$ cat src/b_resp_slice.sv
`timescale 1ns/1ps

module b_resp_slice #(
    parameter int DATA_W = 8
) (
    input  logic              clk,
    input  logic              rst_n_i,
    input  logic [DATA_W-1:0] in_data_i,
    input  logic              in_valid_i,
    output logic              in_ready_o,
    output logic [DATA_W-1:0] out_data_o,
    output logic              out_valid_o,
    input  logic              out_ready_i
);

    logic [DATA_W-1:0] skid_data;
    logic              skid_valid;
    logic              out_load;
    logic              in_hs;

    // Ready comes straight from a flop
    assign in_ready_o = ~skid_valid;
    assign in_hs      = in_valid_i & in_ready_o;

    // Main register empty or being drained
    assign out_load = out_ready_i | ~out_valid_o;

    always_ff @(posedge clk or negedge rst_n_i) begin
        if (!rst_n_i) begin
            out_valid_o <= 1'b0;
            skid_valid  <= 1'b0;
        end else if (out_load) begin
            out_valid_o <= skid_valid | in_hs;
            skid_valid  <= 1'b0;
        end else if (in_hs) begin
            skid_valid <= 1'b1;
        end
    end

    // Skid entry is older, so it goes out first
    always_ff @(posedge clk) begin
        if (out_load) begin
            if (skid_valid) begin
                out_data_o <= skid_data;
            end else if (in_hs) begin
                out_data_o <= in_data_i;
            end
        end else if (in_hs) begin
            skid_data <= in_data_i;
        end
    end

endmodule

$ cat config.mk
export PLATFORM = sky130hd
export DESIGN_NAME = b_resp_slice
export DESIGN_NICKNAME = d
export VERILOG_FILES = /design/src/b_resp_slice.sv
export SDC_FILE = /design/constraint.sdc
export NUM_CORES = 1
export LEC_CHECK = 0
export BUFFER_PORTS_ARGS = -buffer_cell sky130_fd_sc_hd__buf_2
export CAP_MARGIN = 20
export CORE_MARGIN = 2
export CORE_UTILIZATION = 47
export DETAILED_ROUTE_END_ITERATION = 12
export GPL_TIMING_DRIVEN = 1
export PLACE_DENSITY = 0.74
export SLEW_MARGIN = 20
export SYNTH_ARGS = -nofsm -noshare
export SYNTH_HDL_FRONTEND = slang
export SYNTH_SLANG_ARGS = --single-unit
$ cat constraint.sdc
create_clock -name clk -period 1.9 [get_ports clk]
set_input_delay 0.475 -clock clk [delete_from_list [all_inputs] [get_ports clk]]
set_output_delay 0.475 -clock clk [all_outputs]
set_load 0.03 [all_outputs]
Word level (Yosys, flattened, before mapping)
Cells that the tools add are included.
Word-level totals
  flip-flop bits (word level): 18
  bits of input ports: 12
  output and inout bits: 10
  word-level logic and storage cells: 18
Operators by class
  mux-type cells: 4
  bitwise operators: 6
  reductions and logical operators: 4
Operators with widths (number)
  two-way mux 8 bit: 2
  AND reduction 2 bit: 2
  nonzero test 2 bit: 2
  inverter 1 bit: 3
  two-way mux 1 bit: 2
  bitwise OR 1 bit: 2
  AND 1 bit: 1

Longest topological paths before layout
  depth in word-level cells: 4
  mapped depth: 2
  gate-level depth less buffers: 2

Worst setup path before layout
No wires, ideal clock.
  kind: input -> register
  from: input port out_ready_i
  to: register skid_data[0], enable pin
  setup time: 0.385 ns
  arrival time: 1.348 ns
  required time: 1.515 ns
  path slack: 0.166 ns
  stages on the path: 2
  buffers on the path: 0
  cell sequence: nand2b_1 nor3b_1
On the way
  word-level cells in the longest chain between the ends: 3
Ends and longest elaborated chain
  start: declaration: line 13  | input logic out_ready_i
  bitwise OR 1 bit: line 26  | assign out_load = out_ready_i | ~out_valid_o;
  inverter 1 bit (no line)
  AND reduction 2 bit (no line)
  end signal: assignment: line 49  | skid_data <= in_data_i;
  end: declaration: line 16  | logic [DATA_W-1:0] skid_data;
No other way between the ends.
A chain may end at the register's enable or synchronous reset.

Worst setup path in the final report
  from: register skid_valid
  to: output port in_ready_o
On the way
  word-level cells in the longest chain between the ends: 1
Ends and longest elaborated chain
  start: declaration: line 17  | logic skid_valid;
  start signal: assignment: line 31  | skid_valid <= 1'b0;
  start signal: assignment: line 34  | skid_valid <= 1'b0;
  start signal: assignment: line 36  | skid_valid <= 1'b1;
  inverter 1 bit: line 22  | assign in_ready_o = ~skid_valid;
  end: declaration: line 10  | output logic in_ready_o,
No other way between the ends.

==> out/qor.csv <==
stage;metric;value;unit
status;outcome;finished clean;
clock_tree;htreeDepth;1;
clock_tree;cts_buffers;3;
layout;drive_gt1_share;55.7;%
global_routing;grt_pass1_wl;1590;um
sta;tightest_slew;532;ps
global_routing;antenna_found_initial;0;
yosys;synth_area_leader_cell;edfxtp_1;
worst_setup_path;crit_buf_inv;2;
layout;final_cell_mix;21 x buf_2, 16 x edfxtp_1, 8 x mux2_4;
clock_tree;cts_tree;yes;
detailed_routing;highest_layer;met4;
power_and_ir_drop;power;0.786;mW
worst_setup_path;start_kind;flop;
detailed_routing;drtIter0Drc;7;
yosys;seq_area_frac_synth;76.1;%
layout;diodes;0;
worst_setup_path;crit_required;1420;ps
detailed_routing;wl_per_cell;13.7;um
worst_setup_path;slowest_stage;dfrtp_1;
yosys;syn_avg_cell_area;20.5;um^2
min_path;hp-class;in2reg;
sta;fmax;582;MHz
floorplanning;fp.dieW;42.5;um
yosys;netlist_instances;34;
sta;finClkSkew;10.0;ps
sta;hold_slack;364;ps
sta;setup_tns;0;ps
floorplanning;core;1350;um^2
placed_design;dp.cells;71;
layout;nets;74;
worst_setup_path;cp-end-kind;output port;
yosys;ys_top_cells_by_area;edfxtp_1 69%, mux2_4 17%, dfrtp_1 7.2%;
placed_design;hpwlAfterDp;791;um
clock_tree;ctsRootBufferMaster;clkbuf_4;
sta;finalMaxSlewViolations;0;
yosys;netlist.area_leader.share;68.9;%
layout;syn2layout_area_growth;23.5;%
yosys;synth_cell_types;10;
sta;rsz0062_at_grt;no;
worst_setup_path;worstPathArrival;1240;ps
floorplanning;die-area;1810;um^2
worst_setup_path;crit_family;flip-flops;
detailed_routing;antenna_left;0;
run;cap_violations;0;
placed_design;numPortBuffers;21;
floorplanning;initial_core_util;51.6;%
yosys;netlist_area;697;um^2
sta;timing.final.crit_share;90.5;%
detailed_routing;m1WireLength;404;um
layout;fillers;104;
floorplanning;rows;13;
power_and_ir_drop;irDropWorstVdd;556;uV
worst_setup_path;slowest_delay;690;ps
detailed_routing;wl_met3;64;um
global_routing;grt.overflow.total;0;
detailed_routing;drcViolationCount;0;
layout;finalNonFillerCells;76;
floorplanning;die_h;42.5;um
detailed_routing;dr_wl_met2;555;um
detailed_routing;avgViaCountPerCell;5.03;
worst_setup_path;crit_chain;inv_1 -> buf_2;
power_and_ir_drop;p_per_area;913;nW/um^2
placed_design;gp_congestion;0.695;
global_routing;grt_pass1_vias;356;
sta;hold_viol_final;0;
global_routing;grt_max_degree;12;
layout;final_common_cell;buf_2;
clock_tree;cts_resized;0;
detailed_routing;vias;382;
worst_setup_path;critical_path_class;reg2out;
power_and_ir_drop;power.leakage;0.359;nW
sta;finalCriticalPeriod;1720;ps
clock_tree;clk_latency;290;ps
worst_setup_path;reg2reg_setup_slack;460;ps
detailed_routing;dr.pass1.iters;4;
clock_tree;clock_path_buffers;2;
yosys;synth_nets;46;
detailed_routing;wirelength;1040;um
global_routing;grt_usage;13.0;%
yosys;ys_warn_count;0;
sta;setup_viol;0;
floorplanning;io_pins;22;
clock_tree;cts.sinks;18;
sta;slew_headroom;64.6;%
yosys;ys_ff_latch;18;
clock_tree;cts.clk_slew.worst_paths;100;ps
worst_setup_path;crit_fanout;11;
==> report_power, final <==
group          switching, mW  internal [mW]
logic                 0.0652         0.0518
clock network          0.111         0.0817
registers             0.0135          0.462
==> logic make-up after synthesis <==
kind of cell,share of synthesized area (%)
buffers and inverters,2.15
DFF,76.1
and+or+nand+nor,4.49
muxes,17.2
==> cell usage after synthesis <==
master	count
nand2_1	1
nor3b_1	1
buf_6	1
dfrtp_1	2
inv_1	1
nor2_1	2
nand2b_1	1
mux2_4	8
nor2b_1	1
edfxtp_1	16
==> layer usage <==
metal | vias to the layer above | track usage (%)
li1 | 180 | -
met1 | 185 | 12.8
met2 | 15 | 21.8
met3 | 2 | 5.17
met4 | 0 | 9.38
met5 | - | 0
==> worst register-to-register path: stages (launching register included) <==
cell and delay, ps:
dfrtp_1 690, nor2_1 160, nor2b_1 140, buf_4 180
==> metrics by stage <==
step	worst slack [ps]	cell area, um^2	util (%)
6_report	181	861	63.8
5_1_grt	92.5	861	63.8
4_1_cts	157	861	63.8
3_5_place_dp	453	825	61.1
3_3_place_gp	477	825	61.1
2_1_floorplan	166	697	-
==> registers in the layout, summed over array words and instances, names as in the netlist <==
register / flops
out_data_o: 8
out_valid_o: 1
skid_data: 8
skid_valid: 1
==> final timing paths <==
kind	cells after the start	startpoint	to
worst max-delay path	2	skid_valid	in_ready_o
worst min-delay path	1	in_data_i[2]	skid_data[2]
worst max register to register	3	skid_valid	out_data_o[0]
worst min register to register	1	skid_data[6]	out_data_o[6]
max in group asynchronous	2	rst_n_i	out_valid_o
min in group asynchronous	2	rst_n_i	skid_valid
==> cell type report <==
class | instances | area, um^2 | share of cell area (%)
Tap cell | 15 | 18.8 | 2.18
Timing Repair Buffer | 24 | 130 | 15.1
Clock buffer | 4 | 26.3 | 3.05
Inverter | 1 | 3.75 | 0.436
Multi-Input combinational cell | 14 | 151 | 17.6
Sequential cell | 18 | 531 | 61.6
==> timing repair <==
action / 4_1_cts / 5_1_grt
buffers inserted: 0 / 0
hold buffers: 1 / 0
hold endpoints to repair: 2 / 0
No activity file was read; power rests on OpenSTA's default activity.
